--- src/hdl/decode_ctrl.sv ---
// decode stage control.
// runs the fetch and decoded handshakes and holds the instruction and pcs.
module decode_ctrl #(
  parameter int XLEN = 64
) (
  input  logic            i_clk,
  input  logic            i_rst,
  input  logic            i_fetched_req,
  output logic            o_fetched_ack,
  input  logic            i_decoded_ack,
  output logic            o_decoded_req,
  input  logic [31:0]     i_inst,
  input  logic [XLEN-1:0] i_pc,
  input  logic [XLEN-1:0] i_pc_old,
  input  logic [XLEN-1:0] i_pc_pred,
  output logic [31:0]     o_inst,
  output logic [XLEN-1:0] o_pc,
  output logic [XLEN-1:0] o_pc_old,
  output logic [XLEN-1:0] o_pc_pred
);

  logic fetched_hs;

  // single slot, so accept when empty or when the held item leaves this cycle.
  assign o_fetched_ack = !o_decoded_req || i_decoded_ack;
  assign fetched_hs    = i_fetched_req && o_fetched_ack;

  always_ff @(posedge i_clk) begin
    if (i_rst) begin
      o_decoded_req <= 1'b0;
      o_inst        <= '0; // zero decodes as itype none.
    end else begin
      if (fetched_hs) begin
        o_decoded_req <= 1'b1;
        o_inst        <= i_inst;
      end else if (i_decoded_ack) begin
        o_decoded_req <= 1'b0;
      end
    end
  end

  always_ff @(posedge i_clk) begin
    if (fetched_hs) begin
      o_pc      <= i_pc;
      o_pc_old  <= i_pc_old;
      o_pc_pred <= i_pc_pred;
    end
  end

  // held item must not move while execute has not taken it.
  a_hold_stable: assert property (
    @(posedge i_clk) disable iff (i_rst)
    o_decoded_req && !i_decoded_ack |=> $stable(o_inst) && $stable(o_pc)
      && $stable(o_pc_pred)
  ) else $error("decoded item changed under back-pressure");

endmodule

--- config.mk ---
export PLATFORM = sky130hd
export DESIGN_NAME = decode_ctrl
export DESIGN_NICKNAME = d
export VERILOG_FILES = /design/src/hdl/decode_ctrl.sv
export SDC_FILE = /design/constraint.sdc
export NUM_CORES = 1
export LEC_CHECK = 0
export BUFFER_PORTS_ARGS = -buffer_cell sky130_fd_sc_hd__buf_4
export CAP_MARGIN = 20
export CORE_AREA = 2 2 175 177
export DETAILED_ROUTE_END_ITERATION = 8
export DIE_AREA = 0 0 177 179
export SYNTH_ARGS = -nofsm -noshare
export SYNTH_HDL_FRONTEND = slang
export SYNTH_SLANG_ARGS = --single-unit
--- constraint.sdc ---
create_clock -name i_clk -period 6.2 [get_ports i_clk]
set_input_delay 0.62 -clock i_clk [delete_from_list [all_inputs] [get_ports i_clk]]
set_output_delay 0.62 -clock i_clk [all_outputs]
set_load 0.05 [all_outputs]
Yosys cells after proc, flatten, opt, wreduce, memory -nomap -nowiden:

Cells that the tools add are included.

* output and inout bits: 226
* memories kept: 0
* bits in latches: 0
* flip-flop bits (word level): 225
* RAM bits: 0
* memory bits (read-only): 0

* bitwise operators: 0
* div/mod/pow operators: 0
* $add $sub $neg: 0
* reductions and logical operators: 4
* mux-type cells: 2
* order comparisons: 0
* multiply operators: 0
* equal/unequal tests: 0
* shifts and indexed selects: 0

Operators with widths (count)
* 2-to-1 mux 1 bit: 2
* nonzero test 2 bit: 1
* logical AND 1 bit: 1
* logical NOT 1 bit: 1
* logical OR 1 bit: 1

Longest topological paths before layout:

* word-level depth: 4
* gate-level depth with buffers: 5
* mapped depth without buffers: 3

Worst setup path after synthesis:

OpenSTA, ideal clock, no wires.

* path kind: input-to-reg
* from: input port i_decoded_ack
* to: register o_pc[0], enable pin
* slack: 0.114 ns
* buffers on the path: 2
* arrival: 5.510 ns
* stages: 4
* cell sequence: nand2b_4 > buf_12 > buf_6 > and2_1

* cells in the longest elaborated chain, start to end: 2

RTL lines
* start, declared: line 10 `input logic i_decoded_ack,`
* logical OR 1 bit: line 25 `assign o_fetched_ack = !o_decoded_req || i_decoded_ack;`
* net o_fetched_ack: line 9 `output logic o_fetched_ack,`
* logical AND 1 bit: line 26 `assign fetched_hs = i_fetched_req && o_fetched_ack;`
* net fetched_hs: line 22 `logic fetched_hs;`
* end signal, assigned: line 44 `o_pc <= i_pc;`
* end, declared: line 17 `output logic [XLEN-1:0] o_pc,`

The timed path passes the listed nets, and every way through them passes these cells.
A chain may end at the register's enable or synchronous reset.

Final worst setup path:

* from: register o_decoded_req
* to: register o_pc_pred[27], enable pin

* cells in the longest elaborated chain, start to end: 3

RTL lines
* start, declared: line 11 `output logic o_decoded_req,`
* start signal, assigned: line 30 `o_decoded_req <= 1'b0;`
* start signal, assigned: line 34 `o_decoded_req <= 1'b1;`
* start signal, assigned: line 37 `o_decoded_req <= 1'b0;`
* logical NOT 1 bit: line 25
* logical OR 1 bit: line 25
* logical AND 1 bit: line 26
* net fetched_hs: line 22
* end signal, assigned: line 46 `o_pc_pred <= i_pc_pred;`
* end, declared: line 19 `output logic [XLEN-1:0] o_pc_pred`

The timed path passes the listed nets, and every way through them passes these cells.

==> results.cfg <==
[die]
io_pins = 454
dieArea_um2 = 31700
die_x_um = 177
core_um2 = 30000
start_util = 0.245
die_h_um = 179
placementRows = 64

[power]
power_density_nw_per_um2 = 334
totalPowerFinal_w = 0.00403
ir_worst_vdd_mv = 0.162
p_leak_nw = 5.02

[clock_tree]
clockBufferDepth = 3
cts_resized = 0
cts_buffers = 26
h-tree-depth = 1
clkSinkCount = 225
cts_post_setup_buffers_inserted = 0
cts_hold_buf = 0
path_clk_slew_ns = 0.06
cts_root_buffer = clkbuf_16
insertion_delay_ns = 0.53
cts_tree = built

[placement]
place_congestion = 0.745
port_buffers = 453
dpl.hpwl_mm = 16.3
placed_cell_area_um2 = 11100

[logic_synthesis]
async_flop_share = 0
synth_edf_count = 192
synth_flop_cell = edfxtp_1
yosysUniqueCellTypes = 15
yosys-top-cells-area = edfxtp_1, dfxtp_1, a21bo_1
synthesis.nets = 571
synth_top_area_frac = 0.782
synth_area_leader_cell = edfxtp_1
yosysSeqAreaShare = 0.872
syn_area_per_cell_um2 = 21.5
netlist_instances = 343
ys_seq_elements = 225
yosysMostFrequentCell = edfxtp_1
yosysWarnings = 0
yosys-top-cells-count = edfxtp_1, dfxtp_1, a21bo_1, a21oi_2, nand3_1
syn_area_um2 = 7370

[sta]
slew_headroom = 0.473
rsz0062_at_grt = false
hold_ws_ns = 0.264
hold_violations = 0
setup_viol_count_final = 0
fin_crit_ns = 2.72
max_freq_mhz = 367
worst_pin_slew_ns = 0.791
drv_slew = 0
fin_skew_ns = 0.0226
final.setup.tns_ns = 0
period_share = 0.439

[routing]
drtIter0Drc = 241
via_per_inst = 4.01
drc_errors = 0
first_pass_iters = 4
vias = 4908
drtAntennaViolNets = 0
drt_wl_total_mm = 22.2
wire_per_inst_um = 18.2

[worst_setup_path]
path_class = reg -> reg
crit_chain = nand2b_4, and2_4, buf_4
critPathLaunchType = flip-flop
crit_fanout = 67
path_buf_inv = 1
max_stage_delay_ns = 0.77
cp-end-kind = flip-flop
cp_slowest_cell = and2_4
critPathArrivalTime_ns = 2.87
cp_top_family = simple AND/OR/NAND/NOR gates
ff2ff_setup_slack_ns = 3.48
worstPathRequired_ns = 6.35

[global_routing]
gr-total-overflow = 0
grt_pass1_vias = 4699
grt_start_max_net_pins = 89
antenna_found_initial = 0
grt.total_usage = 0.124
grt_pass1_wl_mm = 29.4

[cells_and_area]
postLayoutCellArea_um2 = 12100
nFillCells = 2821
nNetsFinal = 1036
diodes = 0
area_delta_synth_final_pct = 63.6
final_layout_size_suffix_gt1_frac = 0.643

[outcome]
status = finished clean

[worst_hold_path]
hold_path_class = in -> reg

[job]
timing.max_cap.violations = 0
==> cells in the final DEF, fill, tap and decap left out <==
| master | instances |
|---|---|
| clkinv_2 | 5 |
| clkinvlp_2 | 2 |
| edfxtp_1 | 192 |
| clkbuf_1 | 3 |
| inv_8 | 1 |
| buf_4 | 454 |
| nand3_1 | 32 |
| clkinvlp_4 | 1 |
| dfxtp_1 | 33 |
| a21oi_1 | 1 |
| buf_12 | 1 |
| a21oi_2 | 32 |
| bufinv_16 | 5 |
| clkbuf_16 | 27 |
| nand2b_4 | 1 |
| a21bo_1 | 32 |
| inv_1 | 1 |
| clkinv_1 | 2 |
| and2_4 | 1 |
| clkinv_4 | 2 |
==> kinds of logic after synthesis <==
kind of cell    after synthesis  synth area share
simple gates                 34            0.0244
compound gates               65            0.0822
buf+inv                      19            0.0214
flops                       225             0.872
==> routing by layer <==
| layer | up-vias | global-route usage | part of all wire |
|---|---|---|---|
| li1 | 2264 | - | - |
| met1 | 2357 | 0.150 | 0.39 |
| met2 | 258 | 0.210 | 0.50 |
| met3 | 29 | 0.0447 | 0.10 |
| met4 | 0 | 0.0320 | 0.014 |
| met5 | - | 0 | 0 |
==> flip-flops by register name (all words and copies together) (netlist names) <==
signal,cells
o_decoded_req,1
o_inst,32
o_pc_old,64
o_pc_pred,64
o_pc,64
==> power breakdown <==
group | switching [W] | internal (W)
clock network | 0.000613 | 0.00100
registers | 0.0000284 | 0.00175
logic | 0.000422 | 0.000214
total | 0.00106 | 0.00296
==> path summary, 6_finish.rpt <==
kind	cells past startpoint	end	startpoint
max	3	o_pc_pred[27]	o_decoded_req
min	1	o_pc_old[52]	i_pc_old[52]
max reg2reg	3	o_pc_pred[27]	o_decoded_req
min reg2reg	2	o_inst[24]	o_inst[24]
==> area by class of cell <==
| cell class | count | area [µm²] | area share |
|---|---|---|---|
| sequential | 225 | 6430 | 0.533 |
| timing repair buffer | 455 | 3430 | 0.284 |
| multi-input combinational | 99 | 788 | 0.0654 |
| clock buffer | 30 | 687 | 0.0570 |
| tap | 396 | 495 | 0.0411 |
| clock inverter | 18 | 229 | 0.0190 |
| inverter | 1 | 3.75 | 0.000311 |
==> stage by stage <==
step	utilization	setup WS, ns	std cells
6_report	0.402	3.48	1224
5_1_grt	0.402	3.30	1224
4_1_cts	0.402	3.45	1224
3_5_place_dp	0.371	3.07	1176
3_3_place_gp	0.371	3.11	1176
2_1_floorplan	-	0.114	343
No activity file was read; power rests on OpenSTA's default activity.
