[src/hdl/rv_decode_pkg.sv]
// shared decode definitions for the rv64i decode stage.
// opcodes, instruction classes, csr operations and register indices.
package rv_decode_pkg;

  // base opcodes, inst[6:0].
  localparam logic [6:0] op_lui    = 7'b0110111;
  localparam logic [6:0] op_auipc  = 7'b0010111;
  localparam logic [6:0] op_jal    = 7'b1101111;
  localparam logic [6:0] op_jalr   = 7'b1100111;
  localparam logic [6:0] op_branch = 7'b1100011;
  localparam logic [6:0] op_load   = 7'b0000011;
  localparam logic [6:0] op_store  = 7'b0100011;
  localparam logic [6:0] op_imm    = 7'b0010011;
  localparam logic [6:0] op_reg    = 7'b0110011;
  localparam logic [6:0] op_system = 7'b1110011;

  // instruction class, drives immediate format and operand routing.
  typedef enum logic [2:0] {
    itype_none = 3'd0,
    itype_r    = 3'd1,
    itype_i    = 3'd2,
    itype_s    = 3'd3,
    itype_b    = 3'd4,
    itype_u    = 3'd5,
    itype_j    = 3'd6,
    itype_csr  = 3'd7
  } itype_e;

  // csr operation, encoded so that funct3[1:0] maps straight across.
  typedef enum logic [1:0] {
    csr_op_none  = 2'd0,
    csr_op_write = 2'd1, // csrrw / csrrwi.
    csr_op_set   = 2'd2, // csrrs / csrrsi.
    csr_op_clear = 2'd3  // csrrc / csrrci.
  } csr_op_e;

  typedef logic [4:0] reg_idx_t;

  // mcycle differs between core and reference model, so reads of it skip difftest.
  localparam logic [11:0] csr_mcycle_addr = 12'hb00;

endpackage
[src/hdl/inst_decoder.sv]
// rv64i instruction decoder.
// classifies the opcode and extracts register, memory and csr fields.
module inst_decoder import rv_decode_pkg::*; (
  input  logic [31:0] i_inst,
  output itype_e      o_itype,
  output logic [6:0]  o_opcode,
  output logic [2:0]  o_funct3,
  output logic [6:0]  o_funct7,
  output reg_idx_t    o_rs1,
  output logic        o_rs1_ren,
  output reg_idx_t    o_rs2,
  output logic        o_rs2_ren,
  output reg_idx_t    o_rd,
  output logic        o_memren,
  output logic        o_memwen,
  output logic [11:0] o_csr_addr,
  output csr_op_e     o_csr_op,
  output logic        o_use_zimm,
  output logic        o_skip_difftest
);

  logic     is_csr;
  reg_idx_t rs1_field;
  reg_idx_t rs2_field;
  reg_idx_t rd_field;

  assign o_opcode  = i_inst[6:0];
  assign o_funct3  = i_inst[14:12];
  assign o_funct7  = i_inst[31:25];
  assign rd_field  = i_inst[11:7];
  assign rs1_field = i_inst[19:15];
  assign rs2_field = i_inst[24:20];

  always_comb begin
    case (o_opcode)
      op_reg:    o_itype = itype_r;
      op_imm,
      op_load,
      op_jalr:   o_itype = itype_i;
      op_store:  o_itype = itype_s;
      op_branch: o_itype = itype_b;
      op_lui,
      op_auipc:  o_itype = itype_u;
      op_jal:    o_itype = itype_j;
      // funct3 of zero is ecall/ebreak, which this stage does not handle.
      op_system: o_itype = (o_funct3 != 3'b000) ? itype_csr : itype_none;
      default:   o_itype = itype_none;
    endcase
  end

  assign is_csr     = (o_itype == itype_csr);
  assign o_use_zimm = is_csr && o_funct3[2];

  always_comb begin
    case (o_itype)
      itype_r,
      itype_i,
      itype_s,
      itype_b:   o_rs1_ren = 1'b1;
      itype_csr: o_rs1_ren = !o_funct3[2]; // immediate form carries zimm instead.
      default:   o_rs1_ren = 1'b0;
    endcase
  end

  assign o_rs2_ren = (o_itype == itype_r) || (o_itype == itype_s) || (o_itype == itype_b);

  assign o_rs1 = o_rs1_ren ? rs1_field : '0;
  assign o_rs2 = o_rs2_ren ? rs2_field : '0;

  // stores and branches have no destination.
  assign o_rd = ((o_itype == itype_s) || (o_itype == itype_b)) ? '0 : rd_field;

  assign o_memren = (o_opcode == op_load);
  assign o_memwen = (o_opcode == op_store);

  assign o_csr_addr      = is_csr ? i_inst[31:20] : '0;
  assign o_csr_op        = is_csr ? csr_op_e'(o_funct3[1:0]) : csr_op_none;
  assign o_skip_difftest = is_csr && (i_inst[31:20] == csr_mcycle_addr);

endmodule

[config.mk]
export PLATFORM = sky130hd
export DESIGN_NAME = inst_decoder
export DESIGN_NICKNAME = d
export VERILOG_FILES = /design/src/hdl/rv_decode_pkg.sv /design/src/hdl/inst_decoder.sv
export SDC_FILE = /design/constraint.sdc
export NUM_CORES = 1
export LEC_CHECK = 0
export BUFFER_PORTS_ARGS = -buffer_cell sky130_fd_sc_hd__buf_2
export CORE_UTILIZATION = 31
export DETAILED_ROUTE_END_ITERATION = 12
export GPL_ROUTABILITY_DRIVEN = 0
export PLACE_DENSITY = 0.91
export SKIP_LAST_GASP = 1
export SYNTH_ARGS = -nofsm -noshare
export SYNTH_HDL_FRONTEND = slang
export SYNTH_SLANG_ARGS = --single-unit
[constraint.sdc]
create_clock -name vclk -period 1.56
set_clock_uncertainty 0.2 [all_clocks]
set_input_delay 0.156 -clock vclk [all_inputs]
set_output_delay 0.156 -clock vclk [all_outputs]
set_load 0.01 [all_outputs]
# == Word-level counts from Yosys, hierarchy flattened ==
# Cells that the tools add are included.
# Widths: inputs -> output; s select.
# op_classes
eq_ne,16
mux,8
reduce_logical,10
# ops
cell,count
$eq 7x7->1 const B,4
$eq 7x6->1 const B,3
$pmux 3 s7,1
$mux 5,3
$eq 7x5->1 const B,2
$eq 12x12->1 const B,1
$mux 12,1
$eq 7x2->1 const B,1
$eq 3x2->1 const B,2
$eq 3x3->1 const B,2
$reduce_or 4->1,1
$eq 3x1->1 const B,1
$logic_or 1x1->1,3
$mux 3,1
$reduce_bool 3->1,1
$reduce_or 3->1,1
$logic_and 1x1->1,2
$mux 2,1
$pmux 1 s2,1
$reduce_or 2->1,1
$logic_not 1->1,1
# word_totals
register_bits,0
input_bits,32
output_inout_bits,55
elab_cells,34

# == Logic depth before layout (Yosys ltp) ==
# logic_depth
depth_word,7
depth_mapped,5
mapped_depth_nobuf,4

# == Worst setup path after synthesis ==
# OpenSTA, ideal clock, no wires.
# synth_path
kind,in2out
startpoint,input i_inst[3]
endpoint,output o_skip_difftest
arrival_ns,1.279
required_time_ns,1.204
path_slack_ns,-0.075
stages,4
path_buffers,0
path_cell_list,or3b_4 > nor4_4 > and2_1 > and4_1
# synth_via
elab_chain_len,5
word_cells_on_any_way,15
cone_classes,11 x eq/ne; 1 x mux; 3 x reduce/logical
# synth_lines
element,line,rtl
"start, declared",inst_decoder.sv:4,"input logic [31:0] i_inst,"
"$eq 7x2->1, or another cell as far along",inst_decoder.sv:35,case (o_opcode)
$reduce_or 3->1 or $reduce_or 2->1 (tied branches),inst_decoder.sv:35,
$pmux 3 s7 *,inst_decoder.sv:35,
$eq 3x3->1 *,inst_decoder.sv:51,assign is_csr = (o_itype == itype_csr);
$logic_and 1x1->1 *,inst_decoder.sv:78,assign o_skip_difftest = is_csr && (i_inst[31:20] == csr_mcycle_addr);
"end, declared",inst_decoder.sv:19,output logic o_skip_difftest
# Mark *: on every way between the ends. The rest lies on a longest branch, timed or not.

# == Worst setup path in the final report ==
# layout_path
startpoint,input i_inst[2]
endpoint,output o_rs2[3]
# layout_via
elab_chain_len,7
word_cells_on_any_way,19
cone_classes,13 x eq/ne; 2 x mux; 4 x reduce/logical
# layout_lines
element,line,rtl
"$eq 7x2->1, or another cell as far along",inst_decoder.sv:35,
$reduce_or 3->1 or $reduce_or 2->1 (tied branches),inst_decoder.sv:35,
$pmux 3 s7 *,inst_decoder.sv:35,
$eq 3x1->1 or $eq 3x2->1 (tied branches),inst_decoder.sv:65,assign o_rs2_ren = (o_itype == itype_r) || (o_itype == itype_s) || (o_itype == itype_b);
$logic_or 1x1->1,inst_decoder.sv:65,
$logic_or 1x1->1 *,inst_decoder.sv:65,
$mux 5 *,inst_decoder.sv:68,assign o_rs2 = o_rs2_ren ? rs2_field : '0;
"end, declared",inst_decoder.sv:11,"output reg_idx_t o_rs2,"
# Marked as above.

==> flow_summary.toml <==
[clock_network]
ctsHoldBuffers = 0

[timing]
max-slew-margin-rel_pct = 80.81
maxSlewViolCount = 0
hold_ws_ns = 0.3181
hold_viol = 0
rsz0062_at_grt = "yes"
fin_crit_sh_pct = 113.7
setup_viol = 32
timing.fmax_mhz = 563.7
period_needed_ns = 1.774
finalWorstSetupSlack_ns = -0.2140
tightestPinTransition_ns = 0.2857

[yosys]
ys_seq_area_share_pct = 0
synthTopCellsByCount = "and2_1, buf_4, nand2_1, nor2_1, nor3_1"
synth_top_area_cell = "and2_1"
synth_top_family_by_area = "simple AND/OR/NAND/NOR gates"
synthMuxAreaShare_pct = 0
yosys_warnings = 0
syn-num-nets = 121
synthXorXnorAreaFrac_pct = 0
synth.most_common_cell = "and2_1"
synth_fa_ha_area_share_pct = 0
synth-simple-area-share_pct = 61.23
synth_compound_area_share_pct = 13.44
synth.top_cell.area_share_pct = 28.63
netlist_instances = 89
ys_types = 28
syn_area_per_cell_sq_um = 6.383
netlist_area_sq_um = 568.0
synth_area_leaders = "and2_1, buf_4, nand2_1, nor2_1, nor4_4"

[routing]
dr.pass1.iters = 3
drc = 0
routed_wl_um = 2277
drt-wirelength-per-cell_um = 11.39
routed_via_density = 4.735
drt_iter0_drc = 1
ant_nets = 0
vias = 947

[global_route]
grt_max_degree = 9
first_global_vias = 796
grt_pass1_wl_um = 3249
grt_overflow = 0
antenna_found_initial = 0
grt_use_total_pct = 20.75

[critical_path]
crit_path_start = "i_inst[2]"
cp_max_fo = 6
max_stage_delay_ns = 0.42
critPathKind = "in -> out"
cp_num_buf_inv = 2
start_kind = "input port"
cpLargestDelayFamily = "simple AND/OR/NAND/NOR gates"
crit_arrival_ns = 1.42
end_kind = "output pin"
cp.required_ns = 1.20
critPathMostFrequentCell = "buf_6"
cpMaxStageDelayCell = "or3b_4"
worstPathCellList = "buf_6 -> or3b_4 -> or2_4 -> a21oi_4 -> and2_4 -> buf_6"
cp-endpoint = "o_rs2[3]"
path_depth = 6

[pwr]
clkPwrFrac_pct = 0
switching_share_pct = 49.63
power_density_mw_per_mm2 = 173.5
combinationalPowerShare_pct = 100.0
power_frac_seq_pct = 0
ir_drop_v = 0.0001434
switching_power_w = 0.0001028
total_power_w = 0.0002071
p_leak_nw = 0.6722
p_int_w = 0.0001043

[final_layout]
seq_cell_count = 0
area_growth_pct = 110.1
regArea_sq_um = 0
clkbuf_count = 0
post-route-util_pct = 69.13
diodes = 0
nets = 209
stdcell_area_sq_mm = 0.001194
layout-drive-gt1-share_pct = 74.29

[hold_path]
hold_class = "in -> out"
holdPathStages = 2
worstHoldStart = "i_inst[31]"

[floorplanning]
die_area_sq_mm = 0.002007
io-pin-count = 87
die_w_um = 44.81
die_h_um = 44.81
core.rowCount = 15
core-area_sq_mm = 0.001727
initial_core_util_pct = 32.90

[run]
cap_violations = 0

[placement]
portBuffers = 87
dpl_cell_area_sq_mm = 0.001033
hpwl_um = 1788

[run_status]
violations = "setup timing"
status = "finished, violations left"
## power by group through the flow
stage               logic [W]  registers [W]  clock network [W]
finish               0.000207              0                  0
global route         0.000224              0                  0
CTS                  0.000202              0                  0
detailed placement   0.000193              0                  0
global placement     0.000190              0                  0
floorplan           0.0000987              0                  0
## logic make-up after synthesis
family,Yosys count
AOI/OAI and AO/OA,10
buffers and inverters,21
and+or+nand+nor,58
## cells in the final DEF (no fill, tap or decap), drive strengths merged
cell type	instances
nand3	1
o31a	1
nor4	2
and3b	1
o21ai	2
or2	1
nand2b	1
or4	1
nor3	3
inv	2
nor2	8
nor3b	1
nor4b	1
a32oi	1
o22ai	2
or3b	1
a21oi	2
a22oi	1
nand2	8
o31ai	1
and2	26
buf	105
or3	2
and4	1
## worst min-delay path by stage
| stage | slack, ns | end |
|---|---|---|
| 2_1_floorplan | 0.17 | o_rs2_ren |
| 3_3_place_gp | 0.31 | o_opcode[1] |
| 3_5_place_dp | 0.31 | o_opcode[0] |
| 4_1_cts | 0.31 | o_opcode[1] |
| 5_1_grt | 0.33 | o_funct7[6] |
| 6_report | 0.32 | o_funct7[6] |
## per-layer routing
layer / part of all wire (%) / up-vias / track usage (%)
li1: - / 456 / -
met1: 33 / 423 / 20.96
met2: 56 / 66 / 45.00
met3: 10 / 2 / 2.000
met4: 0.44 / 0 / 3.030
met5: 0 / - / 0
## metrics by stage
stage	setup TNS [ns]	instances	setup WS (ns)
final	-4.333	200	-0.2140
after detailed placement	-5.768	197	-0.2428
after floorplan	-0.08005	89	-0.04683
after global placement	-5.418	197	-0.2175
after CTS	-4.431	199	-0.1895
after global routing	-6.274	200	-0.2620
## layout make-up
| type | count | area [sq um] |
|---|---|---|
| repair buffers | 105 | 659.4 |
| inverters | 2 | 7.507 |
| multi-input cells | 68 | 495.5 |
| fillers | 152 | 533.0 |
| well taps | 25 | 31.28 |
## repair_timing
item	4_1_cts	5_1_grt
setup endpoints to repair	32	38
pin swaps	16	6
hold endpoints to repair	0	0
cloned	1	0
gates resized for setup	25	4
setup buffers	1	1
(Power assumes the default switching activity.)
