$ cat config.mk
export PLATFORM = sky130hd
export DESIGN_NAME = operand_sel
export DESIGN_NICKNAME = d
export VERILOG_FILES = /design/src/hdl/rv_decode_pkg.sv /design/src/hdl/operand_sel.sv
export SDC_FILE = /design/constraint.sdc
export NUM_CORES = 1
export LEC_CHECK = 0
export ABC_AREA = 1
export BUFFER_PORTS_ARGS = -buffer_cell sky130_fd_sc_hd__buf_2
export CELL_PAD_IN_SITES_DETAIL_PLACEMENT = 1
export CELL_PAD_IN_SITES_GLOBAL_PLACEMENT = 1
export CORE_AREA = 2 2 279 281
export DETAILED_ROUTE_END_ITERATION = 7
export DIE_AREA = 0 0 281 283
export PLACE_DENSITY_LB_ADDON = 0.1
export SETUP_SLACK_MARGIN = 0.2
export SYNTH_ARGS = -nofsm -noshare
export SYNTH_HDL_FRONTEND = slang
export SYNTH_SLANG_ARGS = --single-unit
$ cat constraint.sdc
create_clock -name vclk -period 5
set_input_delay 1 -clock vclk [all_inputs]
set_output_delay 1 -clock vclk [all_outputs]
set_load 0.02 [all_outputs]
$ cat src/hdl/rv_decode_pkg.sv
// shared decode definitions for the rv64i decode stage.
// opcodes, instruction classes, csr operations and register indices.
package rv_decode_pkg;

  // base opcodes, inst[6:0].
  localparam logic [6:0] op_lui    = 7'b0110111;
  localparam logic [6:0] op_auipc  = 7'b0010111;
  localparam logic [6:0] op_jal    = 7'b1101111;
  localparam logic [6:0] op_jalr   = 7'b1100111;
  localparam logic [6:0] op_branch = 7'b1100011;
  localparam logic [6:0] op_load   = 7'b0000011;
  localparam logic [6:0] op_store  = 7'b0100011;
  localparam logic [6:0] op_imm    = 7'b0010011;
  localparam logic [6:0] op_reg    = 7'b0110011;
  localparam logic [6:0] op_system = 7'b1110011;

  // instruction class, drives immediate format and operand routing.
  typedef enum logic [2:0] {
    itype_none = 3'd0,
    itype_r    = 3'd1,
    itype_i    = 3'd2,
    itype_s    = 3'd3,
    itype_b    = 3'd4,
    itype_u    = 3'd5,
    itype_j    = 3'd6,
    itype_csr  = 3'd7
  } itype_e;

  // csr operation, encoded so that funct3[1:0] maps straight across.
  typedef enum logic [1:0] {
    csr_op_none  = 2'd0,
    csr_op_write = 2'd1, // csrrw / csrrwi.
    csr_op_set   = 2'd2, // csrrs / csrrsi.
    csr_op_clear = 2'd3  // csrrc / csrrci.
  } csr_op_e;

  typedef logic [4:0] reg_idx_t;

  // mcycle differs between core and reference model, so reads of it skip difftest.
  localparam logic [11:0] csr_mcycle_addr = 12'hb00;

endpackage
$ cat src/hdl/operand_sel.sv
// operand selector.
// routes register data, immediate and pc into operands, targets and memory fields.
module operand_sel import rv_decode_pkg::*; #(
  parameter int XLEN = 64
) (
  input  itype_e          i_itype,
  input  logic [6:0]      i_opcode,
  input  logic            i_use_zimm,
  input  logic [XLEN-1:0] i_rs1_data,
  input  logic [XLEN-1:0] i_rs2_data,
  input  logic [XLEN-1:0] i_imm,
  input  logic [XLEN-1:0] i_pc,
  input  logic [XLEN-1:0] i_csr_rdata,
  output logic [XLEN-1:0] o_op1,
  output logic [XLEN-1:0] o_op2,
  output logic [XLEN-1:0] o_t1,
  output logic [XLEN-1:0] o_memaddr,
  output logic [XLEN-1:0] o_memwdata,
  output logic [XLEN-1:0] o_csr_wdata
);

  logic [XLEN-1:0] rs1_imm;
  logic [XLEN-1:0] pc_imm;

  assign rs1_imm = i_rs1_data + i_imm;
  assign pc_imm  = i_pc + i_imm;

  always_comb begin
    o_op1       = '0;
    o_op2       = '0;
    o_t1        = '0;
    o_memaddr   = '0;
    o_memwdata  = '0;
    o_csr_wdata = '0;
    case (i_itype)
      itype_r, itype_b: begin
        o_op1 = i_rs1_data;
        o_op2 = i_rs2_data;
        if (i_itype == itype_b) o_t1 = pc_imm;
      end
      itype_i: begin
        if (i_opcode == op_jalr) begin
          o_op1 = i_pc; // link value is pc + 4.
          o_op2 = XLEN'(4);
          o_t1  = rs1_imm & ~XLEN'(1);
        end else begin
          o_op1 = i_rs1_data;
          o_op2 = i_imm;
          if (i_opcode == op_load) o_memaddr = rs1_imm;
        end
      end
      itype_s: begin
        o_op1      = i_rs1_data;
        o_op2      = i_imm;
        o_memaddr  = rs1_imm;
        o_memwdata = i_rs2_data;
      end
      itype_u: begin
        o_op1 = (i_opcode == op_lui) ? i_imm : i_pc;
        o_op2 = (i_opcode == op_lui) ? '0 : i_imm;
      end
      itype_j: begin
        o_op1 = i_pc;
        o_op2 = XLEN'(4);
        o_t1  = pc_imm;
      end
      itype_csr: begin
        o_op1       = i_csr_rdata;
        o_csr_wdata = i_use_zimm ? i_imm : i_rs1_data; // imm holds zimm here.
      end
      default: ;
    endcase
  end

endmodule

After elaboration in Yosys (flattened, before gate mapping):

Index checks and enable logic that the tools add are counted.

* equality and inequality tests: 10
* mux-type cells: 15
* reductions and logical operators: 2
* add/subtract/negate cells: 2

Operators by type and width (number)
* 64-bit two-way mux: 11
* 64-bit one-hot mux with 5 select lines: 2
* 64-bit one-hot mux with 3 select lines: 1
* 64-bit adder: 2
* 64-bit one-hot mux with 2 select lines: 1
* 3-bit equality test (second input constant): 4
* 7-bit by 2-bit equality test with 1-bit output (second input constant): 1
* 7-bit by 6-bit equality test with 1-bit output (second input constant): 1
* 7-bit equality test (second input constant): 1
* 3-bit by 2-bit equality test with 1-bit output (second input constant): 2
* 3-bit by 1-bit equality test with 1-bit output (second input constant): 1
* 3-bit OR reduction: 1
* 2-bit OR reduction: 1

* flip-flop bits (word level): 0
* output and inout port bits: 384

Logic depth before layout (Yosys ltp):

Gate-level depths: netlist of run 1.

* depth in word-level cells: 4
* depth in mapped cells: 17
* depth with buffers taken out: 17

Worst setup path after synthesis of run 1:

No wires, ideal clock.

* path kind: in2out
* start: input port i_rs1_data[0]
* end: output port o_memaddr[30]
* cell stages on the path: 14
* data arrival time: 2857 ps
* buffers on the path: 0
* slack: 1143 ps
* path through: ha_1 inv_1 fa_1 inv_1 nand3_1 nand2_4 nand2_1 nand2_2 nand2_1 nand2_2 nand2_1 nand2_2 xor2_1 nor2b_1

* cells in the longest elaborated chain, start to end: 4

Ends and longest elaborated chain
* from (decl): line operand_sel.sv:9 `input logic [XLEN-1:0] i_rs1_data,`
* 64-bit adder *: line operand_sel.sv:25 `assign rs1_imm = i_rs1_data + i_imm;`
* 64-bit two-way mux: line operand_sel.sv:49 `if (i_opcode == op_load) o_memaddr = rs1_imm;`
* 64-bit two-way mux: line operand_sel.sv:42 `if (i_opcode == op_jalr) begin`
* 64-bit one-hot mux with 2 select lines *: line operand_sel.sv:35 `case (i_itype)`
* to (decl): line operand_sel.sv:17 `output logic [XLEN-1:0] o_memaddr,`

Every way passes the cells marked *; elsewhere a longest branch is shown, timed or not.

Final worst setup path of run 1:

* start: input port i_imm[34]
* end: output port o_t1[40]

* cells in the longest elaborated chain, start to end: 3
* elaborated cells on any way between the ends: 5
* classes of those cells: add/sub: 2; mux: 3

Ends and longest elaborated chain
* from (decl): line operand_sel.sv:11 `input logic [XLEN-1:0] i_imm,`
* 64-bit adder, on equally long branches: line operand_sel.sv:25, operand_sel.sv:26
* 64-bit two-way mux, on equally long branches: line operand_sel.sv:42, operand_sel.sv:39
* 64-bit one-hot mux with 3 select lines *: line operand_sel.sv:35
* to (decl): line operand_sel.sv:16 `output logic [XLEN-1:0] o_t1,`

Marked as above.

==> results of run 1 <==
-- routing by layer --
metal  GRT usage, %  vias to the layer above  part of all wire [%]
met3          6.935                       67                   9.2
met4          3.115                        4                  0.96
met5              0                        -                 0.013
met1          51.49                    12850                    48
met2          52.07                     1054                    42
li1               -                    12290                     -
-- where the power goes --
| group | total, W | internal, W | switching, W |
|---|---|---|---|
| combinational | 0.00306 | 0.000846 | 0.00221 |
| sequential | 0 | 0 | 0 |
| clock | 0.0000000000147 | 0.0000000000147 | 0 |
| total | 0.00306 | 0.000846 | 0.00221 |
-- through the flow --
stage                     instance area (sq um)  hold WS [ps]
after CTS                                 21450          2339
after global placement                    21430          2337
final                                     21490          2338
after floorplan                           16500          2141
after global routing                      21480          2346
after detailed placement                  21430          2337
-- path summary, 6_finish.rpt --
| path | start | end |
|---|---|---|
| setup / recovery | i_imm[34] | o_t1[40] |
| hold / removal | i_rs2_data[29] | o_memwdata[29] |
-- layout by cell type (no fill, tap or decap), drive strengths merged, types with 22 or more instances in the layout --
| master | n |
|---|---|
| a211oi | 64 |
| a21oi | 91 |
| buf | 763 |
| ha | 126 |
| inv | 799 |
| nand2 | 1481 |
| nand3 | 183 |
| nand4 | 22 |
| nor2 | 390 |
| nor3 | 26 |
| o2111ai | 51 |
| o21ai | 35 |
| o22ai | 81 |
| xnor2 | 39 |
-- area by class of cell --
class,instances,area [sq um],share of cell area [%]
multi-input cells,2681,13150,61.19
well taps,1040,1301,6.054
diodes,6,15.01,0.06986
inverters,801,3008,13.99
repair buffers,763,4016,18.69
-- cell families after synthesis --
family / synth area share [%]
simple gates: 53.17
fa+ha+maj: 9.796
buf+inv: 20.74
xor+xnor: 2.813
compound gates: 13.47
-- repair_timing --
action	CTS	global route
setup buffers	0	1
gates resized for setup	5	4
pin swaps	0	1
endpoints found under the setup margin	1	6
==> results.md, run 1 <==
* Cell taking the most area after synthesis: nand2_1
* Final setup fails at 0
* Initial antenna violation count at 18
* Routed wire length at 143200 microns
* Post-CTS Hold Fix Bufs at 0
* Pin count of the biggest net entering global routing at 66
* Die height at 283 microns
* Share of layout cells above drive strength 1 at 19.53%
* Crit. path cell count at 14
* Max Fclk at 0.2065 GHz
* Ports at 715
* Total die area at 79520 sq um
* Max-Slew Margin vs Limit at 44.54%
* CLK BUF at 0
* DRC Markers at 0
* Top post-synthesis cells by area: nand2_1 33%, inv_1 18%, ha_1 9.6%
* Type of origin of the critical path: primary input
* Worst min path class: primary input to output pin
* Yosys warns at 0
* Max Cap Viol at 0
* Hold path depth at 4
* Syn-to-layout area delta at 30.24%
* Port Buf Inserts at 715
* Final core utilization at 28.02%
* Number of fill cells in the layout at 10850
* Slew Viols, Final at 0
* Die Span X at 281 microns
* CP most frequent cell: nand2_1
* CP max FO at 5
* Largest stage delay, worst path at 460 ps
* Total gr overflow at 0
* CP max-delay cell: o21ai_0
* Fin cells at 5291
* Initial Util at 21.51%
* Antenna violation net count after detailed routing at 0
* Number of global-route vias before repair at 25440
* Total power at 0.003061 W
* RSZ-0062 raised after global routing: yes
* Final Hold Fails at 0
* Setup Slack @ Placement at -179.8 ps
* Synth top area share at 33.16%
* Post-synth top cells: 1458 x nand2_1, 799 x inv_1, 386 x nor2_1
* Outcome: finished, final reports clean
* Peak supply drop at 49.06 uV
* Placed insts at 5284
* Sequential cell area fraction in the yosys report at 0%
* Slew @ Worst Pin at 829.0 ps
* PD cells at 142.4 nW/um^2
* Via count at 26270
* Core area at 76700 sq um
* Syn nets at 4024
* Cell count after synthesis at 3565
* First-iteration detailed-routing DRC count at 2572
* Crit path kind: primary input to output pin
* Drt wl/cell at 27.07 microns
* CP endpoint kind: output pin
* Sum Neg Setup Slack at 0 ps
* Most frequent cell after synthesis: nand2_1
* Period Utilization, post-route at 96.87%
* GPL Wtd Cong at 1.000
* First-pass GRT wire length at 194400 microns
* DP Wirelength at 128700 microns
* Final worst slack at 156.7 ps
* Worst EP required at 4000 ps
* Cell variety after synth at 45
* Gr usage total at 34.48%
* # rows at 102
* Drt pass-1 iters at 6
* Post-Synthesis Mean Instance Area at 4.629 sq um
* Drt via density at 4.965
* Final min period at 4843 ps
* Seq cells at 0
* Mapped Area at 16500 sq um
* WP buf/inv at 4
* Leakage at 14.22 nW
* Register area at 0 sq um
* Final nets at 4706
* Crit path cell chain: buf_2 > ha_1 > nand2_1 > inv_1 > nand2_1 > nand2_1 > a21oi_1 > nand2_1 > inv_1 > nand3_1 > nand2_1 > nand2_1 > o21ai_0 > buf_2
* Family with the most delay on the worst path: simple AND/OR/NAND/NOR gates
* Arrival time worst endpoint at 3840 ps
No activity file was read; power rests on OpenSTA's default activity.
==> inputs of run 2 (changes only) <==
==> config.mk (replaced) <==
export PLATFORM = sky130hd
export DESIGN_NAME = operand_sel
export DESIGN_NICKNAME = d
export VERILOG_FILES = /design/src/hdl/rv_decode_pkg.sv /design/src/hdl/operand_sel.sv
export SDC_FILE = /design/constraint.sdc
export NUM_CORES = 1
export LEC_CHECK = 0
export BUFFER_PORTS_ARGS = -buffer_cell sky130_fd_sc_hd__buf_2
export CELL_PAD_IN_SITES_DETAIL_PLACEMENT = 1
export CELL_PAD_IN_SITES_GLOBAL_PLACEMENT = 1
export CORE_AREA = 2 2 282 284
export DETAILED_ROUTE_END_ITERATION = 7
export DIE_AREA = 0 0 284 286
export PLACE_DENSITY_LB_ADDON = 0.1
export SYNTH_ARGS = -nofsm -noshare
export SYNTH_HDL_FRONTEND = slang
export SYNTH_SLANG_ARGS = --single-unit
==> run 2 against run 1 <==
Effect of this change: the run now ends with negative setup slack left; global-route usage fell by 11 points; first-iteration DRC count fell by 66%; routed wire length fell by 30%; fmax fell by 5.0%; critical path type unchanged; critical endpoint is now o_t1[44].
==> results.md, run 2 <==
* Number of global-route vias before repair at 19380 (-24%)
* Die Span X at 284 microns (+1.1%)
* Final setup fails at 12 (+12)
* Synth top area share at 13.70% (-19 points)
* Routed wire length at 100100 microns (-30%)
* Slew Viols, Final at 0 (unchanged)
* Total die area at 81220 sq um (+2.1%)
* Worst min path class: primary input to output pin
* Failing checks: negative setup slack
* Fin cells at 3783 (-29%)
* Share of layout cells above drive strength 1 at 51.83% (+32 points)
* Port Buf Inserts at 715 (unchanged)
* Sequential cell area fraction in the yosys report at 0% (unchanged)
* Type of origin of the critical path: primary input
* Mapped Area at 11500 sq um (-30%)
* First-iteration detailed-routing DRC count at 863 (-66%)
* Crit path kind: primary input to output pin
* DRC Markers at 0 (unchanged)
* Slew @ Worst Pin at 1245 ps (+415.8 ps)
* Max-Slew Margin vs Limit at 17.01% (-28 points)
* Post-synth top cells: 192 x nor2_1, 128 x a22o_1, 126 x ha_1
* Post-Synthesis Mean Instance Area at 6.791 sq um (+47%)
* Max Fclk at 0.1961 GHz (-5.0%)
* Register area at 0 sq um (unchanged)
* Top post-synthesis cells by area: ha_1 14%, a22o_1 9.7%, nor2_1 6.3%
* Syn-to-layout area delta at 87.69%
* Placed insts at 3742 (-29%)
* Final min period at 5100 ps (+257.1 ps)
* Final core utilization at 27.55% (-0.47 points)
* Cell taking the most area after synthesis: ha_1
* Antenna violation net count after detailed routing at 0 (unchanged)
* DP Wirelength at 85700 microns (-33%)
* Drt wl/cell at 26.46 microns (-2.2%)
* Most frequent cell after synthesis: nor2_1
* Final nets at 3189 (-32%)
* Yosys warns at 0 (unchanged)
* Drt pass-1 iters at 5 (-1)
* Number of fill cells in the layout at 9704 (-11%)
* Gr usage total at 23.03% (-11 points)
* Seq cells at 0 (unchanged)
* Critical path origin: i_imm[0]
* Commonest non-fill, non-tap cell in the layout: buf_2
* Drt via density at 4.856 (-2.2%)
* Pin count of the biggest net entering global routing at 65 (-1.5%)
* Final Hold Fails at 0 (unchanged)
* Max Cap Viol at 0 (unchanged)
* Core area at 78360 sq um (+2.2%)
* Cell variety after synth at 77 (+71%)
* CP endpoint kind: output pin
* Syn nets at 2153 (-46%)
* Outcome: complete, but fails checks
* RSZ-0062 raised after global routing: yes
* Arrival time worst endpoint at 4100 ps (+260 ps)
* Commonest non-fill, non-tap cells in the layout: 656 x buf_2, 452 x buf_4, 173 x nor2_1, 128 x a22o_1, 96 x nand2_1
* Worst EP required at 4000 ps (about the same)
* Initial Util at 14.68% (-6.8 points)
* Final worst slack at -100.4 ps (-257.1 ps)
* CLK BUF at 0 (unchanged)
* Cell count after synthesis at 1694 (-52%)
* First-pass GRT wire length at 141000 microns (-27%)
* GPL Wtd Cong at 0.9285 (-7.2%)
* Ports at 715 (unchanged)
* Hold wc startpoint: i_rs2_data[34]
* Post-CTS Hold Fix Bufs at 0 (unchanged)
* Setup Slack @ Placement at -569.0 ps (-389.1 ps)
* # rows at 103 (+0.98%)
* Via count at 18370 (-30%)
* Period Utilization, post-route at 102.0% (+5.1 points)
* CP max FO at 4 (-1)
* Total gr overflow at 0 (unchanged)
* Initial antenna violation count at 4 (-14)
* Die height at 286 microns (+1.1%)
==> run 2: cell types whose count changed in the layout (fill, tap and decap cells not counted), sizes merged, moves of 50 or more <==
cell    change
nor2      -198
inv       -765
a21o       +68
and3       +71
a221o      +67
a22o      +128
a211oi     -50
mux2i      +64
buf       +401
nand3     -149
nand2    -1370
==> run 2: repair_timing <==
| action | in CTS | in global routing |
|---|---|---|
| pin swaps | 93 | 97 |
| resized for setup | 233 | 187 |
| endpoints found under the setup margin | 71 | 60 |
| setup buffers | 22 | 25 |
==> run 2: worst paths after layout <==
path	cells after the start	slack, ps	to
setup / recovery	18	-100	o_t1[44]
hold / removal	3	2350	o_op2[34]
==> run 2: cell type report <==
cell class | instances | area (sq um) | area share (%)
antenna | 5 | 12.51 | 0.05795
inverter | 34 | 130.1 | 0.6027
multi-input combinational | 1528 | 12700 | 58.83
tap | 1050 | 1314 | 6.085
timing repair buffer | 1166 | 7433 | 34.43
==> run 2: kinds of logic (layout without fill, tap and decap cells) <==
group / Yosys count / count (layout) / synth area share (%)
AO/OA/AOI/OAI: 669 / 669 / 42.61
XOR/XNOR: 122 / 122 / 9.289
adder cells (fa/ha/maj): 128 / 128 / 14.05
buffers and inverters: 166 / 1200 / 5.504
multiplexers: 65 / 65 / 5.667
other: 0 / 5 / 0
AND/OR/NAND/NOR: 544 / 544 / 22.87
==> run 2: metal layers <==
layer / part of all wire [%] / GRT usage, %
met2: 49 / 40.92
met3: 4.1 / 2.560
met4: 1.3 / 1.974
met5: 0.013 / 0
met1: 46 / 30.89
==> run 2: worst max-delay path, stage by stage <==
cell and delay, ps:
buf_8 100, buf_6 110, ha_4 160, buf_6 110, inv_4 40, fa_2 190, nand2b_4 140, a21oi_4 70
o2111ai_4 250, and3b_2 270, o21bai_4 90, a31o_4 250, a211o_1 280, a31o_4 260, a41oi_2 190, xor2_1 230
o22ai_1 120, buf_4 220
==> run 2: stage by stage <==
stage	TNS, ps	instance area, sq um	hold slack, ps
2_1_floorplan	0	11500	2213
3_3_place_gp	-15530	19240	2350
3_5_place_dp	-18580	19240	2350
4_1_cts	-4564	20590	2350
5_1_grt	-3113	21580	2363
6_report	-473.8	21590	2350
