File: config.mk
export PLATFORM = sky130hd
export DESIGN_NAME = imm_gen
export DESIGN_NICKNAME = d
export VERILOG_FILES = /design/src/hdl/rv_decode_pkg.sv /design/src/hdl/imm_gen.sv
export SDC_FILE = /design/constraint.sdc
export NUM_CORES = 1
export LEC_CHECK = 0
export ABC_AREA = 1
export BUFFER_PORTS_ARGS = -buffer_cell sky130_fd_sc_hd__buf_2
export CELL_PAD_IN_SITES_DETAIL_PLACEMENT = 0
export CELL_PAD_IN_SITES_GLOBAL_PLACEMENT = 2
export CORE_MARGIN = 4
export CORE_UTILIZATION = 13
export DETAILED_ROUTE_END_ITERATION = 10
export PLACE_DENSITY = 0.83
export SLEW_MARGIN = 20
export SYNTH_ARGS = -nofsm -noshare
export SYNTH_HDL_FRONTEND = slang
export SYNTH_SLANG_ARGS = --single-unit
File: constraint.sdc
create_clock -name vclk -period 5.5
set_input_delay 0.55 -clock vclk [all_inputs]
set_output_delay 0.55 -clock vclk [all_outputs]
set_load 0.005 [all_outputs]
File: src/hdl/rv_decode_pkg.sv
// shared decode definitions for the rv64i decode stage.
// opcodes, instruction classes, csr operations and register indices.
package rv_decode_pkg;

  // base opcodes, inst[6:0].
  localparam logic [6:0] op_lui    = 7'b0110111;
  localparam logic [6:0] op_auipc  = 7'b0010111;
  localparam logic [6:0] op_jal    = 7'b1101111;
  localparam logic [6:0] op_jalr   = 7'b1100111;
  localparam logic [6:0] op_branch = 7'b1100011;
  localparam logic [6:0] op_load   = 7'b0000011;
  localparam logic [6:0] op_store  = 7'b0100011;
  localparam logic [6:0] op_imm    = 7'b0010011;
  localparam logic [6:0] op_reg    = 7'b0110011;
  localparam logic [6:0] op_system = 7'b1110011;

  // instruction class, drives immediate format and operand routing.
  typedef enum logic [2:0] {
    itype_none = 3'd0,
    itype_r    = 3'd1,
    itype_i    = 3'd2,
    itype_s    = 3'd3,
    itype_b    = 3'd4,
    itype_u    = 3'd5,
    itype_j    = 3'd6,
    itype_csr  = 3'd7
  } itype_e;

  // csr operation, encoded so that funct3[1:0] maps straight across.
  typedef enum logic [1:0] {
    csr_op_none  = 2'd0,
    csr_op_write = 2'd1, // csrrw / csrrwi.
    csr_op_set   = 2'd2, // csrrs / csrrsi.
    csr_op_clear = 2'd3  // csrrc / csrrci.
  } csr_op_e;

  typedef logic [4:0] reg_idx_t;

  // mcycle differs between core and reference model, so reads of it skip difftest.
  localparam logic [11:0] csr_mcycle_addr = 12'hb00;

endpackage
File: src/hdl/imm_gen.sv
// immediate generator.
// builds the sign extended immediate of each format, or zimm for csr.
module imm_gen import rv_decode_pkg::*; #(
  parameter int XLEN = 64
) (
  input  logic [31:0]     i_inst,
  input  itype_e          i_itype,
  output logic [XLEN-1:0] o_imm
);

  logic signed [31:0] imm32;

  always_comb begin
    case (i_itype)
      itype_i: begin
        imm32 = {{20{i_inst[31]}}, i_inst[31:20]};
      end
      itype_s: begin
        imm32 = {{20{i_inst[31]}}, i_inst[31:25], i_inst[11:7]};
      end
      itype_b: begin
        imm32 = {{19{i_inst[31]}}, i_inst[31], i_inst[7], i_inst[30:25],
                 i_inst[11:8], 1'b0};
      end
      itype_u: begin
        imm32 = {i_inst[31:12], 12'b0};
      end
      itype_j: begin
        imm32 = {{11{i_inst[31]}}, i_inst[31], i_inst[19:12], i_inst[20],
                 i_inst[30:21], 1'b0};
      end
      itype_csr: begin
        imm32 = {27'b0, i_inst[19:15]}; // zimm, zero extended.
      end
      default: begin
        imm32 = '0;
      end
    endcase
  end

  // widen to xlen with sign extension.
  assign o_imm = XLEN'(imm32);

endmodule

== Word-level counts from Yosys, hierarchy flattened ==
Cells that the tools add are included.

* Register bits: 0
* Input bits: 35
* Output and inout port bits: 64
* Word-level logic and storage cells: 7

* Equality and inequality tests: 6
* Mux-type cells: 1

{| class="wikitable"
|+ Operators with widths
! operator !! count
|-
| 32-bit case mux with 6 select lines || 1
|-
| 3-bit == test, second input constant || 4
|-
| 3-bit by 2-bit == test with 1-bit output, second input constant || 2
|}

== Logic depth before layout (Yosys ltp) ==
Gate-level depths: netlist of run 1.

* Word-level depth: 2
* Mapped depth: 7
* Gate-level depth less buffers: 5

== Least setup slack after synthesis of run 1 ==
No wires, ideal clock.

* Path kind: input -> output
* Start: in i_itype[1]
* End: out o_imm[32]
* Arrival: 2.238 ns
* Required time: 4.950 ns
* Slack: 2.712 ns
* Stages on the path: 5
* Path buffers: 2
* Cell sequence: buf_6 nand3_1 inv_1 nor2_1 buf_4

* Longest elaborated chain between the ends: 2
* Elaborated cells between the ends (all ways): 7
* Those cells by class: 6 x eq/ne; 1 x mux

{| class="wikitable"
|+ RTL lines
! element !! line !! source
|-
| start: declaration || imm_gen.sv:7 || <nowiki>input itype_e i_itype,</nowiki>
|-
| 3-bit == test or 3-bit by 2-bit == test with 1-bit output (tied branches) || imm_gen.sv:14 || <nowiki>case (i_itype)</nowiki>
|-
| 32-bit case mux with 6 select lines (*) || imm_gen.sv:14 ||
|-
| end: declaration || imm_gen.sv:8 || <nowiki>output logic [XLEN-1:0] o_imm</nowiki>
|}

Mark *: on every way between the ends. The rest lies on a longest branch, timed or not.

== Worst setup path after layout of run 1 ==
* Start: in i_itype[2]
* End: out o_imm[17]

Same word-level chain as after synthesis.

==> results.py, run 1 <==
metrics = {
    "critical_path": {
        "crit_family": "simple AND/OR/NAND/NOR gates",
        "worst_path_max_delay_cell": "nand3_1",
        "start_kind": "primary input",
        "crit_buf_inv": 2,
        "crit_type": "in2out",
        "arrival_ns": 1.90,
        "endpoint_kind": "output port",
        "cp_max_fo": 12,
        "path_cells": "buf_2 -> nand3_1 -> nand2_2 -> nand2_1 -> nand2_1 -> buf_2",
        "cp.required_ns": 4.95,
        "slowest_delay_ns": 0.51,
    },
    "drt": {
        "wirelength_um": 2399,
        "num_vias": 890,
        "first_pass_iters": 3,
        "drc_errors": 0,
        "wire_per_inst_um": 9.122,
        "antenna_left": 0,
        "drt_iter0_drc": 31,
        "via_per_inst": 3.384,
    },
    "placement": {
        "portBuffers": 92,
        "gp_congestion": 0.7573,
        "dp_hpwl_um": 2113,
        "place_area_um2": 1008,
    },
    "min_path": {
        "hold_end": "o_imm[13]",
        "min_path_type": "in2out",
        "min_path_cells": 4,
        "hp-start": "i_inst[13]",
    },
    "yosys": {
        "syn_avg_cell_area_um2": 5.490,
        "synth_area_um2": 735.7,
        "seq_area_frac_synth_pct": 0,
        "syn-num-nets": 169,
        "yosysWarnings": 0,
        "synthCells": 134,
        "yosysUniqueCellTypes": 11,
    },
    "finish": {
        "nClkBuffers": 0,
        "final_area_um2": 1008,
        "n_antenna_cell": 0,
        "synthToLayoutAreaGrowth_pct": 37.08,
        "seq_cell_count": 0,
        "final_nets": 228,
        "register_area_um2": 0,
        "final_common_cell": "buf_2",
        "final_cell_mix": "92 x buf_2, 30 x nand2_1, 20 x nor2_1, 18 x inv_1, 10 x o21ai_2",
        "drive_gt1_share_pct": 57.59,
        "nFillCells": 639,
    },
    "global_route": {
        "antenna_found_initial": 0,
        "grt_start_max_net_pins": 34,
        "grtUsageTotal_pct": 6.319,
        "grt_pass1_vias": 798,
        "grt_remaining_overflow": 0,
        "grt_pass1_wl_um": 3850,
    },
    "sta": {
        "post-route-period-util_pct": 44.53,
        "final-hold-violation-count": 0,
        "worst_pin_slew_ns": 0.6938,
        "tns_ns": 0,
        "clock.fmax_mhz": 408.3,
        "drv_slew": 0,
        "slew_headroom_pct": 53.62,
        "period_needed_ns": 2.449,
        "setup_violations": 0,
        "rsz0062_at_grt": "no",
    },
    "floorplanning": {
        "std_cell_rows": 27,
        "initial_core_util_pct": 13.36,
        "chipWidth_um": 83.23,
        "dieArea_um2": 6927,
        "die_y_um": 83.23,
        "core_um2": 5507,
        "io_pins": 99,
    },
    "cts": {
        "cts_resized": 0,
        "hold_buffers": 0,
        "cts_setup_buffers": 0,
    },
    "power_and_ir_drop": {
        "vdd_drop_max_mv": 0.01454,
        "p_per_area_nw_per_um2": 84.57,
        "leakage_uw": 0.0007273,
    },
    "status": {
        "status": "finished, final reports clean",
    },
    "run": {
        "cap_violations": 0,
    },
}
-- routing by layer --
metal  vias to the layer above  wire length [µm]  track usage [%]
met4                         0                 0                0
li1                        486                 -                -
met3                         0               297            2.381
met2                        37              1173            11.52
met1                       367               928            7.449
met5                         -                 0                0
-- per-stage QoR --
step | std cells | hold slack (ns) | total power, µW | setup slack, ns | utilization (%)
2_1_floorplan | 134 | 1.187 | 64.07 | 2.712 | -
3_3_place_gp | 263 | 1.366 | 87.73 | 3.013 | 18.31
3_5_place_dp | 263 | 1.364 | 87.51 | 3.023 | 18.31
4_1_cts | 263 | 1.365 | 87.84 | 3.021 | 18.31
5_1_grt | 263 | 1.387 | 97.33 | 2.898 | 18.31
6_report | 263 | 1.364 | 85.29 | 3.051 | 18.31
-- where the power goes --
part           total (µW)  internal (µW)  leakage [µW]  switching, µW
clock network           0              0             0              0
logic                85.3           39.6      0.000727           45.7
registers               0              0             0              0
-- kinds of logic (layout without fill, tap and decap cells) --
logic type	after synthesis	after routing	share of synthesized area, %
buf+inv	56	113	48.98
compound gates	12	12	13.26
simple gates	66	66	37.76
-- cell usage after synthesis --
cell     instances  area (µm²)
nand3_1          8       40.04
o21ai_0          2       10.01
nand2_2          5       31.28
buf_6            4       45.04
buf_4           32       240.2
inv_2            2       7.510
nand4_1          3       18.77
nor2_1          20       75.07
inv_1           18       67.56
o21ai_2         10       87.58
nand2_1         30       112.6
-- final cells by class --
type                       count  area, µm²  share of cell area, %
inverter                      20      75.07                  7.444
timing repair buffer          93      467.9                  46.40
tap                           72      90.09                  8.933
multi-input combinational     78      375.4                  37.22
-- tightest hold or removal path: stages --
cell and delay (ns):
buf_2 0.07, nand2_1 0.04, nand2_1 0.05, buf_2 0.10
-- worst max path at each step --
stage                            to  slack (ns)  cells after the start       start
after floorplan           o_imm[32]        2.71                      5  i_itype[1]
after global routing      o_imm[12]        2.90                      7  i_itype[1]
after detailed placement  o_imm[17]        3.02                      6  i_itype[2]
after CTS                 o_imm[17]        3.02                      6  i_itype[2]
final                     o_imm[17]        3.05                      6  i_itype[2]
after global placement    o_imm[16]        3.01                      7  i_itype[1]
Note: power is estimated with default switching activity, not from simulation.
==> run 2, diff against run 1 <==
ABC_AREA = 0   (was 1)
PLACE_DENSITY = 0.78   (was 0.83)
clock period = 2.2 ns   (was 5.5 ns; I/O delays follow)
==> run 2 against run 1 <==
  * Synthesized cell count down 2.2%
  * Total power grew to 2.9 times the previous value
  * Die area grew 9.0%
  * Non-clock buffer count increased by 4
  * Sequential cell count unchanged
  * Area after synthesis grew 10%
  * Via count up 16%
  * Global-route usage up 1.1 points
  * Count of clock-buffer cells in the layout unchanged
  * Critical path type unchanged
  * Critical endpoint is now o_imm[19]
  * Largest cell class is now multi-input combinational cells
  * Highest routed layer unchanged
==> results.py, run 2 <==
metrics = {
    "yosys": {
        "synth_area_leaders": "buf_4 30%, nand2_1 9.7%, nand3_1 9.3%",
        "syn_avg_cell_area_um2": 6.180,
        "yosysMostFrequentCell": "buf_4",
        "yosysWarnings": 0,
        "synth_top_cell_area_share_pct": 29.68,
        "synth_top_cells_by_count": "32 x buf_4, 21 x nand2_1, 15 x nand3_1",
        "syn-num-nets": 166,
        "synth_area_um2": 809.5,
        "yosysUniqueCellTypes": 23,
        "seq_area_frac_synth_pct": 0,
        "synthCells": 131,
        "yosys.area.top_type": "buf_4",
    },
    "status": {
        "status": "finished, final reports clean",
    },
    "drt": {
        "antenna_left": 0,
        "drt_iter0_drc": 53,
        "wirelength_um": 3182,
        "wire_per_inst_um": 12.33,
        "via_per_inst": 4.012,
        "num_vias": 1035,
        "first_pass_iters": 4,
        "drc_errors": 0,
    },
    "critical_path": {
        "start_kind": "primary input",
        "crit_type": "in2out",
        "cp.required_ns": 1.98,
        "cp_max_fo": 22,
        "arrival_ns": 1.43,
        "endpoint_kind": "output port",
    },
    "placement": {
        "portBuffers": 92,
        "gp_congestion": 0.6904,
        "dp_worst_setup_slack_ns": 0.5494,
        "dp_hpwl_um": 2607,
    },
    "power_and_ir_drop": {
        "vdd_drop_max_mv": 0.06193,
        "leakage_uw": 0.0006503,
        "p_per_area_nw_per_um2": 221.3,
        "power_uw": 245.1,
    },
    "cts": {
        "hold_buffers": 0,
        "cts_resized": 0,
        "cts_setup_buffers": 0,
    },
    "min_path": {
        "min_path_type": "in2out",
    },
    "finish": {
        "n_antenna_cell": 0,
        "final_util_pct": 18.48,
        "nClkBuffers": 0,
        "final_common_cell": "buf_2",
        "seq_cell_count": 0,
        "register_area_um2": 0,
        "drive_gt1_share_pct": 55.19,
        "final_cell_mix": "92 x buf_2, 21 x nand2_1, 15 x nand3_1, 8 x a21oi_1, 8 x o221ai_1",
        "synthToLayoutAreaGrowth_pct": 36.78,
        "final_nets": 220,
        "nFillCells": 702,
    },
    "floorplanning": {
        "dieArea_um2": 7553,
        "initial_core_util_pct": 13.51,
        "chipWidth_um": 86.91,
        "io_pins": 99,
        "std_cell_rows": 28,
        "core_um2": 5991,
        "die_y_um": 86.91,
    },
    "global_route": {
        "grt_pass1_vias": 892,
        "antenna_found_initial": 0,
        "grt_remaining_overflow": 0,
        "grtUsageTotal_pct": 7.394,
        "grt_start_max_net_pins": 34,
        "grt_pass1_wl_um": 4664,
    },
    "sta": {
        "setup_violations": 0,
        "post-route-period-util_pct": 75.10,
        "final-hold-violation-count": 0,
        "tns_ns": 0,
        "rsz0062_at_grt": "no",
        "clock.fmax_mhz": 605.2,
        "fin_ws_ns": 0.5477,
        "drv_slew": 0,
        "slew_headroom_pct": 68.16,
        "worst_pin_slew_ns": 0.4777,
        "hold_slack_ns": 0.7259,
        "period_needed_ns": 1.652,
    },
    "run": {
        "cap_violations": 0,
    },
}
-- run 2: final cells by class --
cell class,instances,area (µm²),share of cell area (%)
well taps,75,93.84,8.475
repair buffers,97,498.0,44.97
multi-input cells,86,515.5,46.55
-- run 2: layer usage --
metal  GRT usage [%]  share of wire [%]  vias up
met1           10.90                 46      454
met4               0                  0        0
li1                -                  -      540
met5               0                  0        -
met2           12.42                 47       41
met3          0.5676                6.6        0
-- run 2: power breakdown --
part / switching [µW] / total (µW) / leakage (µW) / internal (µW)
sequential: 0 / 0 / 0 / 0
clock: 0 / 0 / 0 / 0
combinational: 129 / 245 / 0.000650 / 116
total: 129 / 245 / 0.000650 / 116
-- run 2: critical path, cell delays in order --
cell	delay (ns)
buf_2	0.22
nor2b_1	0.38
buf_4	0.21
a21oi_1	0.04
o221ai_1	0.20
buf_2	0.15
-- run 2: per-stage QoR --
stage          instance area, µm²  std cells
6_report                     1107        258
3_5_place_dp                 1107        258
2_1_floorplan               815.8        131
3_3_place_gp                 1107        258
4_1_cts                      1107        258
5_1_grt                      1107        258
-- run 2: final timing paths --
path / startpoint / to / depth (start not counted) / slack, ns
worst max-delay path: i_itype[0] / o_imm[19] / 6 / 0.55
worst min-delay path: i_inst[26] / o_imm[6] / 3 / 0.73
-- run 2: cell families (layout without fill, tap and decap cells) --
group,Yosys count,after routing,share of synthesized area (%)
and+or+nand+nor,58,58,37.09
AOI/OAI and AO/OA,26,26,23.19
muxes,2,2,2.627
buffers and inverters,45,97,37.09
==> run 3, diff against run 2 <==
ABC_AREA = 1   (was 0)
CORE_UTILIZATION = 11   (was 13)
PLACE_DENSITY = 0.75   (was 0.78)
clock period = 1.5 ns   (was 2.2 ns; I/O delays follow)
==> run 3 against run 2 <==
  * Utilization is 2.5 points lower
  * Via count is 13% lower
  * Largest cell class is now non-clock buffers
  * Count of clock-buffer cells in the layout unchanged
  * Sequential cell count stayed put
  * Die area increased by 6.7%
  * Cell area shrank 7.0%
  * Non-clock buffer count decreased by 3
  * Global-route usage fell by 1.7 points
  * Routed wire length fell by 18%
  * Largest power group unchanged
  * Critical path depth is 1 lower
==> results.py, run 3 (same netlist as run 1, synthesis figures left out) <==
metrics = {
    "status": {
        "status": "finished, final reports clean",
    },
    "finish": {
        "register_area_um2": 0,
        "synthToLayoutAreaGrowth_pct": 39.97,
        "nClkBuffers": 0,
        "seq_cell_count": 0,
        "final_cell_mix": "92 x buf_2, 30 x nand2_1, 19 x nor2_1, 18 x inv_1, 10 x o21ai_2",
        "drive_gt1_share_pct": 58.33,
        "final_nets": 229,
        "final_util_pct": 16.03,
        "final_common_cell": "buf_2",
        "n_antenna_cell": 0,
    },
    "min_path": {
        "hold_end": "o_imm[12]",
        "min_path_type": "in2out",
        "min_path_cells": 4,
        "hp-start": "i_inst[12]",
    },
    "cts": {
        "cts_resized": 0,
        "hold_buffers": 0,
        "cts_setup_buffers": 0,
    },
    "sta": {
        "setup_violations": 0,
        "slew_headroom_pct": 68.30,
        "period_needed_ns": 1.281,
        "tns_ns": 0,
        "worst_pin_slew_ns": 0.4744,
        "hold_slack_ns": 0.5638,
        "clock.fmax_mhz": 780.9,
        "post-route-period-util_pct": 85.37,
        "final-hold-violation-count": 0,
        "rsz0062_at_grt": "no",
        "drv_slew": 0,
    },
    "drt": {
        "via_per_inst": 3.361,
        "wire_per_inst_um": 9.721,
        "first_pass_iters": 4,
        "wirelength_um": 2615,
        "num_vias": 904,
        "antenna_left": 0,
        "drc_errors": 0,
        "drt_iter0_drc": 24,
    },
    "global_route": {
        "grtUsageTotal_pct": 5.712,
        "grt_pass1_vias": 820,
        "antenna_found_initial": 0,
        "grt_pass1_wl_um": 4029,
        "grt_remaining_overflow": 0,
        "grt_start_max_net_pins": 34,
    },
    "floorplanning": {
        "core_um2": 6422,
        "initial_core_util_pct": 11.46,
        "std_cell_rows": 29,
        "dieArea_um2": 8060,
        "io_pins": 99,
        "die_y_um": 89.78,
        "chipWidth_um": 89.78,
    },
    "power_and_ir_drop": {
        "vdd_drop_max_mv": 0.06703,
        "switching_share_pct": 53.95,
        "internal_power_uw": 146.6,
        "power.switching_uw": 171.8,
        "p_per_area_nw_per_um2": 309.1,
        "power_uw": 318.3,
        "leakage_uw": 0.0007319,
        "clkPwrFrac_pct": 0,
        "comb_power_share_pct": 100.0,
        "p_seq_share_pct": 0,
    },
    "critical_path": {
        "cp_max_fo": 33,
        "start_kind": "primary input",
        "endpoint_kind": "output port",
        "crit_type": "in2out",
        "cp.required_ns": 1.35,
        "arrival_ns": 1.13,
    },
    "placement": {
        "gp_congestion": 0.7415,
        "portBuffers": 92,
        "dp_hpwl_um": 2299,
    },
    "run": {
        "cap_violations": 0,
    },
}
run 3: cell types whose count changed in the layout (fill, tap and decap cells not counted), moves of 4 or more:
cell and change:
inv_1 +18, nor2_1 +18, o21ai_2 +10, nand2_1 +9, a21oi_1 -8, o221ai_1 -8
nand3_1 -7, and2_1 -6, nand2_2 +5, a32oi_1 -4, nand3b_1 -4
run 3: final cells by class:
type,count,area [µm²]
fill,768,5393
inverter,20,75.07
multi-input combinational,78,382.9
tap,77,96.34
timing repair buffer,94,475.5
run 3: worst max-delay path, cell delays in order:
cell and delay, ns:
buf_2 0.16, nand3_1 0.12, inv_1 0.08, nor2_4 0.40
buf_2 0.21
run 3: worst max-delay path by stage:
stage	from	endpoint	slack, ns	cells after the start
after global placement	i_itype[1]	o_imm[36]	0.20	5
final	i_itype[1]	o_imm[45]	0.22	5
after detailed placement	i_itype[1]	o_imm[36]	0.16	5
after CTS	i_itype[1]	o_imm[36]	0.16	5
after floorplan	i_itype[1]	o_imm[32]	0.20	5
after global routing	i_itype[2]	o_imm[36]	0.005	4
run 3: stage by stage:
step / instance area (µm²) / setup WS [ns] / std cells
floorplan: 743.2 / 0.2035 / 134
global route: 1030 / 0.004945 / 269
finish: 1030 / 0.2194 / 269
global placement: 1030 / 0.1968 / 269
CTS: 1030 / 0.1602 / 269
detailed placement: 1030 / 0.1635 / 269
run 3: layer usage:
metal | share of wire (%) | vias to the layer above | global-route usage [%]
met4 | 0 | 0 | 0
li1 | - | 488 | -
met2 | 51 | 32 | 11.03
met1 | 45 | 384 | 7.430
met3 | 4.4 | 0 | 0.2504
met5 | 0 | - | 0
run 3: power groups by stage:
stage               sequential [µW]  clock [µW]  combinational, µW
finish                            0           0                318
global route                      0           0                359
CTS                               0           0                328
detailed placement                0           0                327
global placement                  0           0                329
floorplan                         0           0                233
